<file path="src/hw/softmax_cfg.svh">
`ifndef SOFTMAX_CFG_SVH
`define SOFTMAX_CFG_SVH

// score format, signed fixed point
`define SCORE_WIDTH 16

// beat and row geometry
`define SCORES_PER_BEAT 4
`define ROW_LENGTH 32 // words in the sentence
`define ROW_BEATS (`ROW_LENGTH / `SCORES_PER_BEAT)

// lane replication
`define NUM_LANES 4
`define LANE_IDX_WIDTH 2 // log2 of NUM_LANES

// counts 0 .. ROW_BEATS-1
`define BEAT_CNT_WIDTH 3

`endif

</file>
<file path="src/hw/softmax_pkg.sv">
`include "softmax_cfg.svh"

package softmax_pkg;

  // one attention score
  typedef logic signed [`SCORE_WIDTH-1:0] score_t;

  // one input beat, score 0 in the low bits
  typedef score_t [`SCORES_PER_BEAT-1:0] score_beat_t;

  typedef logic [`LANE_IDX_WIDTH-1:0] lane_idx_t;

  typedef logic [`BEAT_CNT_WIDTH-1:0] beat_cnt_t;

  // result holding in a max lane
  typedef enum logic [0:0] {
    LANE_COLLECT,
    LANE_HOLD
  } lane_state_t;

  // larger of two scores, keeps a on a tie
  function automatic score_t score_max(input score_t a, input score_t b);
    if (a >= b) begin
      return a;
    end
    return b;
  endfunction

endpackage

</file>
<file path="src/hw/score_beat_if.sv">
`timescale 1ns/1ps

interface score_beat_if;
  import softmax_pkg::*;

  logic        valid;
  score_beat_t scores;
  logic        last; // eighth beat of a row
  logic        ready;

  modport source (
    output valid,
    output scores,
    output last,
    input  ready
  );

  modport sink (
    input  valid,
    input  scores,
    input  last,
    output ready
  );

endinterface

</file>
<file path="src/hw/max_result_collector.sv">
`timescale 1ns/1ps
`include "softmax_cfg.svh"

module max_result_collector (
  input  logic                        clk,
  input  logic                        reset,
  input  logic [`NUM_LANES-1:0]       lane_valid,
  input  softmax_pkg::score_t         lane_max [`NUM_LANES],
  output logic [`NUM_LANES-1:0]       lane_ready,
  output logic                        result_valid,
  output softmax_pkg::score_t         result_max,
  input  logic                        result_ready
);
  import softmax_pkg::*;

  lane_idx_t rd_ptr;   // lane holding the oldest row
  logic      out_free; // output register empty or leaving this cycle
  logic      take;

  assign out_free = !result_valid || result_ready;
  assign take     = lane_valid[rd_ptr] && out_free;

  // only the pointed lane may hand over
  always_comb begin
    for (int i = 0; i < `NUM_LANES; i++) begin
      lane_ready[i] = out_free && (rd_ptr == lane_idx_t'(i));
    end
  end

  always_ff @(posedge clk) begin
    if (reset) begin
      result_valid <= 1'b0;
      rd_ptr       <= '0;
    end else if (take) begin
      result_valid <= 1'b1;
      rd_ptr       <= rd_ptr + lane_idx_t'(1);
    end else if (result_ready) begin
      result_valid <= 1'b0;
    end
  end

  // payload register
  always_ff @(posedge clk) begin
    if (take) begin
      result_max <= lane_max[rd_ptr];
    end
  end

  a_result_stable: assert property (
    @(posedge clk) disable iff (reset)
    (result_valid && !result_ready) |=> (result_valid && $stable(result_max))
  );

endmodule

</file>
<file path="src/hw/row_dispatcher.sv">
`timescale 1ns/1ps
`include "softmax_cfg.svh"

module row_dispatcher (
  input  logic                      clk,
  input  logic                      reset,
  input  logic                      score_valid,
  input  softmax_pkg::score_beat_t  score_data,
  output logic                      score_ready,
  score_beat_if.source              lanes [`NUM_LANES]
);
  import softmax_pkg::*;

  beat_cnt_t              beat_cnt; // position of the next beat in its row
  lane_idx_t              lane_ptr; // lane that owns the current row
  logic                   row_last;
  logic                   score_fire;
  logic [`NUM_LANES-1:0]  lane_ready_vec;

  assign row_last   = (beat_cnt == beat_cnt_t'(`ROW_BEATS - 1));
  assign score_ready = lane_ready_vec[lane_ptr];
  assign score_fire  = score_valid && score_ready;

  // fan out to the lanes, only the selected one sees valid
  genvar i;
  generate
    for (i = 0; i < `NUM_LANES; i++) begin : g_lane_route
      assign lanes[i].valid  = score_valid && (lane_ptr == lane_idx_t'(i));
      assign lanes[i].scores = score_data;
      assign lanes[i].last   = row_last;
      assign lane_ready_vec[i] = lanes[i].ready;
    end
  endgenerate

  // beat counter and round-robin pointer
  always_ff @(posedge clk) begin
    if (reset) begin
      beat_cnt <= '0;
      lane_ptr <= '0;
    end else if (score_fire) begin
      if (row_last) begin
        beat_cnt <= '0;
        lane_ptr <= lane_ptr + lane_idx_t'(1); // next row goes to next lane
      end else begin
        beat_cnt <= beat_cnt + beat_cnt_t'(1);
      end
    end
  end

  // a stalled beat stays on the input until it transfers
  a_input_held: assert property (
    @(posedge clk) disable iff (reset)
    (score_valid && !score_ready) |=> (score_valid && $stable(score_data))
  );

endmodule

</file>
<file path="src/hw/row_max_lane.sv">
`timescale 1ns/1ps

module row_max_lane (
  input  logic                 clk,
  input  logic                 reset,
  score_beat_if.sink           beat_in,
  output logic                 res_valid,
  output softmax_pkg::score_t  res_max,
  input  logic                 res_ready
);
  import softmax_pkg::*;

  lane_state_t state;
  logic        accept;
  logic        handoff;
  logic        mid_row;    // some beats of the current row already taken
  logic        row_closed; // last beat taken, waiting for handoff

  // stage 1, pair maxima
  logic   s1_valid;
  logic   s1_first;
  logic   s1_last;
  score_t s1_max_lo;
  score_t s1_max_hi;

  // stage 2, beat maximum
  logic   s2_valid;
  logic   s2_first;
  logic   s2_last;
  score_t s2_max;

  // stage 3, running maximum
  score_t acc;

  assign beat_in.ready = !row_closed;
  assign accept        = beat_in.valid && beat_in.ready;
  assign handoff       = res_valid && res_ready;
  assign res_valid     = (state == LANE_HOLD);
  assign res_max       = acc;

  always_ff @(posedge clk) begin
    if (reset) begin
      mid_row    <= 1'b0;
      row_closed <= 1'b0;
    end else begin
      if (accept) begin
        mid_row <= !beat_in.last;
      end
      if (accept && beat_in.last) begin
        row_closed <= 1'b1;
      end else if (handoff) begin
        row_closed <= 1'b0;
      end
    end
  end

  // control flags of the pipeline
  always_ff @(posedge clk) begin
    if (reset) begin
      s1_valid <= 1'b0;
      s2_valid <= 1'b0;
    end else begin
      s1_valid <= accept;
      s2_valid <= s1_valid;
    end
  end

  // datapath, flags travel with the data
  always_ff @(posedge clk) begin
    s1_first  <= !mid_row;
    s1_last   <= beat_in.last;
    s1_max_lo <= score_max(beat_in.scores[0], beat_in.scores[1]);
    s1_max_hi <= score_max(beat_in.scores[2], beat_in.scores[3]);
    s2_first  <= s1_first;
    s2_last   <= s1_last;
    s2_max    <= score_max(s1_max_lo, s1_max_hi);
  end

  always_ff @(posedge clk) begin
    if (reset) begin
      acc <= '0;
    end else if (s2_valid) begin
      acc <= s2_first ? s2_max : score_max(acc, s2_max); // first beat loads
    end
  end

  always_ff @(posedge clk) begin
    if (reset) begin
      state <= LANE_COLLECT;
    end else begin
      case (state)
        LANE_COLLECT: if (s2_valid && s2_last) state <= LANE_HOLD;
        LANE_HOLD:    if (handoff) state <= LANE_COLLECT;
        default:      state <= LANE_COLLECT;
      endcase
    end
  end

  a_no_accept_in_hold: assert property (
    @(posedge clk) disable iff (reset)
    accept |-> (state != LANE_HOLD)
  );

  a_res_stable: assert property (
    @(posedge clk) disable iff (reset)
    (res_valid && !res_ready) |=> $stable(res_max)
  );

endmodule

</file>
<file path="src/hw/softmax_max_top.sv">
`timescale 1ns/1ps
`include "softmax_cfg.svh"

module softmax_max_top (
  input  logic                      clk,
  input  logic                      reset,
  input  logic                      score_valid,
  input  softmax_pkg::score_beat_t  score_data,
  output logic                      score_ready,
  output logic                      result_valid,
  output softmax_pkg::score_t       result_max,
  input  logic                      result_ready
);
  import softmax_pkg::*;

  // dispatcher to lane beat channels
  score_beat_if lane_bus [`NUM_LANES] ();

  // lane to collector result channels
  logic [`NUM_LANES-1:0] lane_valid;
  score_t                lane_max [`NUM_LANES];
  logic [`NUM_LANES-1:0] lane_ready;

  row_dispatcher u_row_dispatcher (
    .clk         (clk),
    .reset       (reset),
    .score_valid (score_valid),
    .score_data  (score_data),
    .score_ready (score_ready),
    .lanes       (lane_bus)
  );

  genvar g;
  generate
    for (g = 0; g < `NUM_LANES; g++) begin : g_lane
      row_max_lane u_row_max_lane (
        .clk       (clk),
        .reset     (reset),
        .beat_in   (lane_bus[g]),
        .res_valid (lane_valid[g]),
        .res_max   (lane_max[g]),
        .res_ready (lane_ready[g])
      );
    end
  endgenerate

  max_result_collector u_max_result_collector (
    .clk          (clk),
    .reset        (reset),
    .lane_valid   (lane_valid),
    .lane_max     (lane_max),
    .lane_ready   (lane_ready),
    .result_valid (result_valid),
    .result_max   (result_max),
    .result_ready (result_ready)
  );

endmodule

</file>
<file path="config.mk">
export PLATFORM = sky130hd
export DESIGN_NAME = softmax_max_top
export DESIGN_NICKNAME = d
export VERILOG_FILES = /design/src/hw/softmax_pkg.sv /design/src/hw/score_beat_if.sv /design/src/hw/max_result_collector.sv /design/src/hw/row_dispatcher.sv /design/src/hw/row_max_lane.sv /design/src/hw/softmax_max_top.sv
export VERILOG_INCLUDE_DIRS = /design/src /design/src/hw
export SDC_FILE = /design/constraint.sdc
export NUM_CORES = 1
export LEC_CHECK = 0
export ABC_AREA = 1
export BUFFER_PORTS_ARGS = -buffer_cell sky130_fd_sc_hd__buf_2
export CORE_ASPECT_RATIO = 2
export CORE_MARGIN = 5
export CORE_UTILIZATION = 40
export DETAILED_ROUTE_END_ITERATION = 16
export PLACE_DENSITY = 0.63
export SKIP_LAST_GASP = 1
export SYNTH_ARGS = -nofsm -noshare
export SYNTH_HDL_FRONTEND = slang
export SYNTH_SLANG_ARGS = --single-unit
</file>
<file path="constraint.sdc">
create_clock -name clk -period 1.9 [get_ports clk]
set_input_delay 0.57 -clock clk [delete_from_list [all_inputs] [get_ports clk]]
set_output_delay 0.57 -clock clk [all_outputs]
set_load 0.005 [all_outputs]
</file>
# Yosys cells after proc, flatten, opt, wreduce, memory -nomap -nowiden
# Cells that the tools add are included.
classes:
  add_sub_neg: 3
  order_cmp: 10
  eq_ne: 11
  mux: 59
  n_bitwise: 5
  reduce_logical: 49
op_table:
  columns: ["cell", "count"]
  rows:
  - ["$mux 16", 16]
  - ["$ge 16x16->1", 7]
  - ["$mux 1", 35]
  - ["$bmux 16 s2", 1]
  - ["$logic_and 1x1->1", 26]
  - ["$ne 3x2->1 const B", 4]
  - ["$logic_not 1->1", 10]
  - ["$reduce_and 2->1", 5]
  - ["$reduce_bool 2->1", 5]
  - ["$eq 2x2->1 const B", 4]
  - ["$pmux 1 s2", 4]
  - ["$lt 2x3->1 const B", 2]
  - ["$add 2x1->2 const B", 2]
  - ["$bmux 1 s2", 2]
  - ["$eq 2x1->1 const B", 2]
  - ["$logic_not 2->1", 2]
  - ["$not 1->1", 4]
  - ["$add 3x1->3 const B", 1]
  - ["$eq 3x3->1 const B", 1]
  - ["$ge 3x3->1 const B", 1]
  - ["$mux 3", 1]
  - ["$not 2->3", 1]
  - ["$logic_or 1x1->1", 1]
totals:
  reg_bits: 166
  input_bits: 68
  output_inout_bits: 18
  word_cells: 179

# Depth between registers and ports, before layout
logic_depth:
  ltp_word: 6
  ltp_mapped: 18
  ltp_nobuf: 17

# Cells and area by module
# From an unflattened synthesis, not the netlist that was laid out.
hier_totals:
  hier_cells: 2831
  hier_area_um2: 21360.5
by_module_without_submodules:
  columns: ["mod", "instances", "cells_each", "area_each_um2"]
  rows:
  - ["row_max_lane (g_lane[1].u_row_max_lane ...)", 2, 594, 4398.0]
  - ["row_max_lane (g_lane[0].u_row_max_lane)", 1, 594, 4585.6]
  - ["row_max_lane (g_lane[3].u_row_max_lane)", 1, 590, 4444.3]
  - ["row_dispatcher", 1, 311, 2314.7]
  - ["max_result_collector", 1, 148, 1219.9]

# Worst setup path after synthesis
# No wires, ideal clock.
synth_timing:
  path_type: "in2reg"
  startpoint: "in score_data[57] (netlist bit)"
  endpoint: "reg g_lane[2].u_row_max_lane.s1_max_hi[10]"
  arrival_time_ns: 1.791
  setup_slack_ns: -0.017
  stages: 10
  path_cell_list: "inv_1 ha_1 a21o_1 nand3_1 a21oi_1 nor3_2 nand3_1 nand3_2 clkbuf_1 o21ai_0"
synth_via:
  elab_chain_cells: 3
synth_lines:
  columns: ["element", "line_no", "source"]
  rows:
  - ["start: declaration", "softmax_max_top.sv:8", "input softmax_pkg::score_beat_t score_data,"]
  - ["$ge 16x16->1", "softmax_pkg.sv:23", "if (a >= b) begin"]
  - ["$mux 1", "softmax_pkg.sv:23", null]
  - ["$mux 16", "softmax_pkg.sv:26", "return b;"]
  - ["end signal: assignment", "row_max_lane.sv:73", "s1_max_hi <= score_max(beat_in.scores[2], beat_in.scores[3]);"]
  - ["end: declaration", "row_max_lane.sv:24", "score_t s1_max_hi;"]
# Every way passes these cells.
# A chain may end at the register's enable or synchronous reset.

==> results.cfg <==
[status]
status = complete, but fails checks
failed_checks = setup timing

[global_routing]
grtUsageTotal = 0.229
grt_max_degree = 69
use_met1 = 0.212
grt-ovfl-total = 0
grt_use_met3 = 0.0389
grt_pass1_wl_um = 48300
antenna_found_initial = 0
grt_pass1_vias = 9670
grt_busiest_layer = met2
grtUsageMet2 = 0.441

[timing]
hold_viol = 0
fin_crit_ns = 2.20
finalClockSkew_ns = 0.00557
whs_ns = 0.330
relSlewSlack = 0.535
fmax_ghz = 0.455
rsz0062_at_grt = yes
fin_ws_ns = -0.297
worst_slew_pin_slew_ns = 0.696
final_max_slew_viol_count = 0
post-route-period-util = 1.16
setup-violations-final = 80

[synth]
yosys.area.top_type = dfxtp_1
syn-num-nets = 1420
syn_inst = 1230
seq_area_frac_synth = 0.371
yosys.cell_types.count = 32
async_flop_share = 0
synthTopCellsByArea = dfxtp_1, ha_1, nand2_1
synth_edf_count = 16
avgSynthCellArea_um2 = 7.63
ys_ff_latch = 166
synth_ff_type = dfxtp_1
synth_top_area_frac = 0.320
syn_area_um2 = 9390
yosysWarnings = 0

[placement]
gp_congestion = 0.881
dp.cells = 1700
dp_hpwl_um = 20000
place_ws_ns = -0.377
portBuffers = 85

[cts]
clock_sinks = 166
cts_hold_buf = 0
cts_root_buf = clkbuf_16
clk_latency_ns = 0.44
cts_buffers = 17
clockBufferDepth = 2
cts_htree_levels = 4
tritoncts = built
cts.clk_slew.worst_paths_ns = 0.06

[setup_path]
critical_path_arrival_ns = 2.54
criticalPathCategory = reg2reg
crit_fanout = 9
cp-end-kind = flip-flop
worstPathRequired_ns = 2.24
crit_path_start_kind = flip-flop

[cells_and_area]
areaGrowthSynthToFinish_pct = 43.5
final_cells = 1756
register_area_um2 = 3520
drive_gt1_frac = 0.390
layout.nets = 1651
layout_common_cells = nand2_1, buf_4, nor2_1
multi_input_area_um2 = 6420
post-route-util = 0.580
mostFrequentLayoutCell = nand2_1
fill_cells = 1908
n_antenna_cell = 0

[detailed_routing]
drt_wl_total_um = 31000
vias = 9376
ant_nets = 0
via_per_inst = 5.34
remaining_drc_errors = 0
drtIter0Drc = 362
first_pass_iters = 5
routedWlPerCell_um = 17.6

[hold_path]
worstHoldPathType = reg2reg

[pwr]
power_density_nw_per_um2 = 1050
leakagePower_nw = 6.20
irDropWorstVdd_mv = 0.740
power_mw = 14.1

[run]
maxCapViolations = 0

[floorplanning]
die_area_um2 = 26800
fp.dieH_um = 227
rows = 79
start_util = 0.404
io_pins = 86
fp.dieW_um = 118
core_area_um2 = 23200
## layer usage
| metal | routed length (µm) | share of wire |
|---|---|---|
| met1 | 10300 | 0.33 |
| met2 | 16700 | 0.54 |
| met5 | 0 | 0 |
| met3 | 1570 | 0.051 |
| met4 | 2390 | 0.077 |
## Yosys cell counts, drive strengths merged (4+ instances only)
cell type and count:
nand2 231, dfxtp 150, nor2 146, inv 131
a21oi 123, ha 122, nand3 102, o21ai 97
buf 34, clkbuf 24, edfxtp 16, o22ai 15
nand4 12, nor3 9, a21o 8, a211oi 4
## layout make-up
type	count	area share
clock buffers	21	0.0358
clock inverters	10	0.00891
inverters	131	0.0397
multi-input cells	881	0.476
flip-flops and latches	166	0.261
well taps	283	0.0263
repair buffers	264	0.152
## critical path: stages (launching register included)
cell     delay (ns)
dfxtp_2        0.34
inv_4          0.06
buf_6          0.12
ha_4           0.26
nand2_2        0.05
inv_1          0.05
nand2_1        0.07
nand2_2        0.10
nand2_2        0.06
nand2_2        0.08
nand2_2        0.08
nand2_2        0.10
nand2_2        0.08
nand3_4        0.09
nand2_8        0.08
buf_12         0.14
buf_16         0.15
a21oi_2        0.11
nor2_1         0.05
## what timing repair did
item / in CTS / in global routing
resized for setup: 194 / 114
setup buffers: 13 / 1
gates cloned: 12 / 1
pin swaps: 60 / 38
endpoints found under the setup margin: 81 / 84
## registers in the layout, indices dropped and copies added, names as in the netlist
signal                               count
u_max_result_collector.rd_ptr            2
g_lane.u_row_max_lane.s1_max_hi         16
g_lane.u_row_max_lane.s1_first           4
u_max_result_collector.result_max       16
g_lane.u_row_max_lane.res_max           64
u_row_dispatcher.beat_cnt                3
u_row_dispatcher.lane_ptr                2
g_lane.u_row_max_lane.res_valid          4
u_max_result_collector.result_valid      1
g_lane.u_row_max_lane.s2_valid           4
g_lane.u_row_max_lane.s1_last            1
g_lane.u_row_max_lane.s1_max_lo         16
g_lane.u_row_max_lane.s2_max            16
g_lane.u_row_max_lane.s2_last            1
g_lane.u_row_max_lane.s2_first           4
g_lane.u_row_max_lane.row_closed         4
g_lane.u_row_max_lane.s1_valid           4
g_lane.u_row_max_lane.mid_row            4
## where the power goes
group | total (mW) | switching (mW) | internal [mW]
combinational | 6.28 | 3.53 | 2.75
sequential | 4.32 | 0.326 | 3.99
clock | 3.51 | 1.43 | 2.08
total | 14.1 | 5.29 | 8.82
## cell families (layout without fill, tap and decap cells)
family,Yosys count,count (layout),synth area share
AOI/OAI and AO/OA,253,253,0.147
adders and majority gates,122,122,0.163
buffers and inverters,189,426,0.0894
DFF,166,166,0.371
and+or+nand+nor,500,506,0.230
## stage by stage
step | area [µm²] | setup TNS, ns
2_1_floorplan | 9390 | 0
3_3_place_gp | 11100 | -22.47
3_5_place_dp | 11100 | -25.64
4_1_cts | 13000 | -11.60
5_1_grt | 13500 | -22.80
6_report | 13500 | -14.18
## path summary, 6_finish.rpt
check / start / end / slack, ns / depth (start not counted)
min: g_lane[1].u_row_max_lane.s1_first$_DFF_P_ / g_lane[1].u_row_max_lane.s2_first$_DFF_P_ / 0.33 / 0
max: g_lane[2].u_row_max_lane.s2_max[3]$_DFF_P_ / g_lane[0].u_row_max_lane.res_max[6]$_SDFFE_PP0P_ / -0.30 / 18
min reg2reg: g_lane[1].u_row_max_lane.s1_first$_DFF_P_ / g_lane[1].u_row_max_lane.s2_first$_DFF_P_ / 0.33 / 0
max reg2reg: g_lane[2].u_row_max_lane.s2_max[3]$_DFF_P_ / g_lane[0].u_row_max_lane.res_max[6]$_SDFFE_PP0P_ / -0.30 / 18
(Power assumes the default switching activity.)
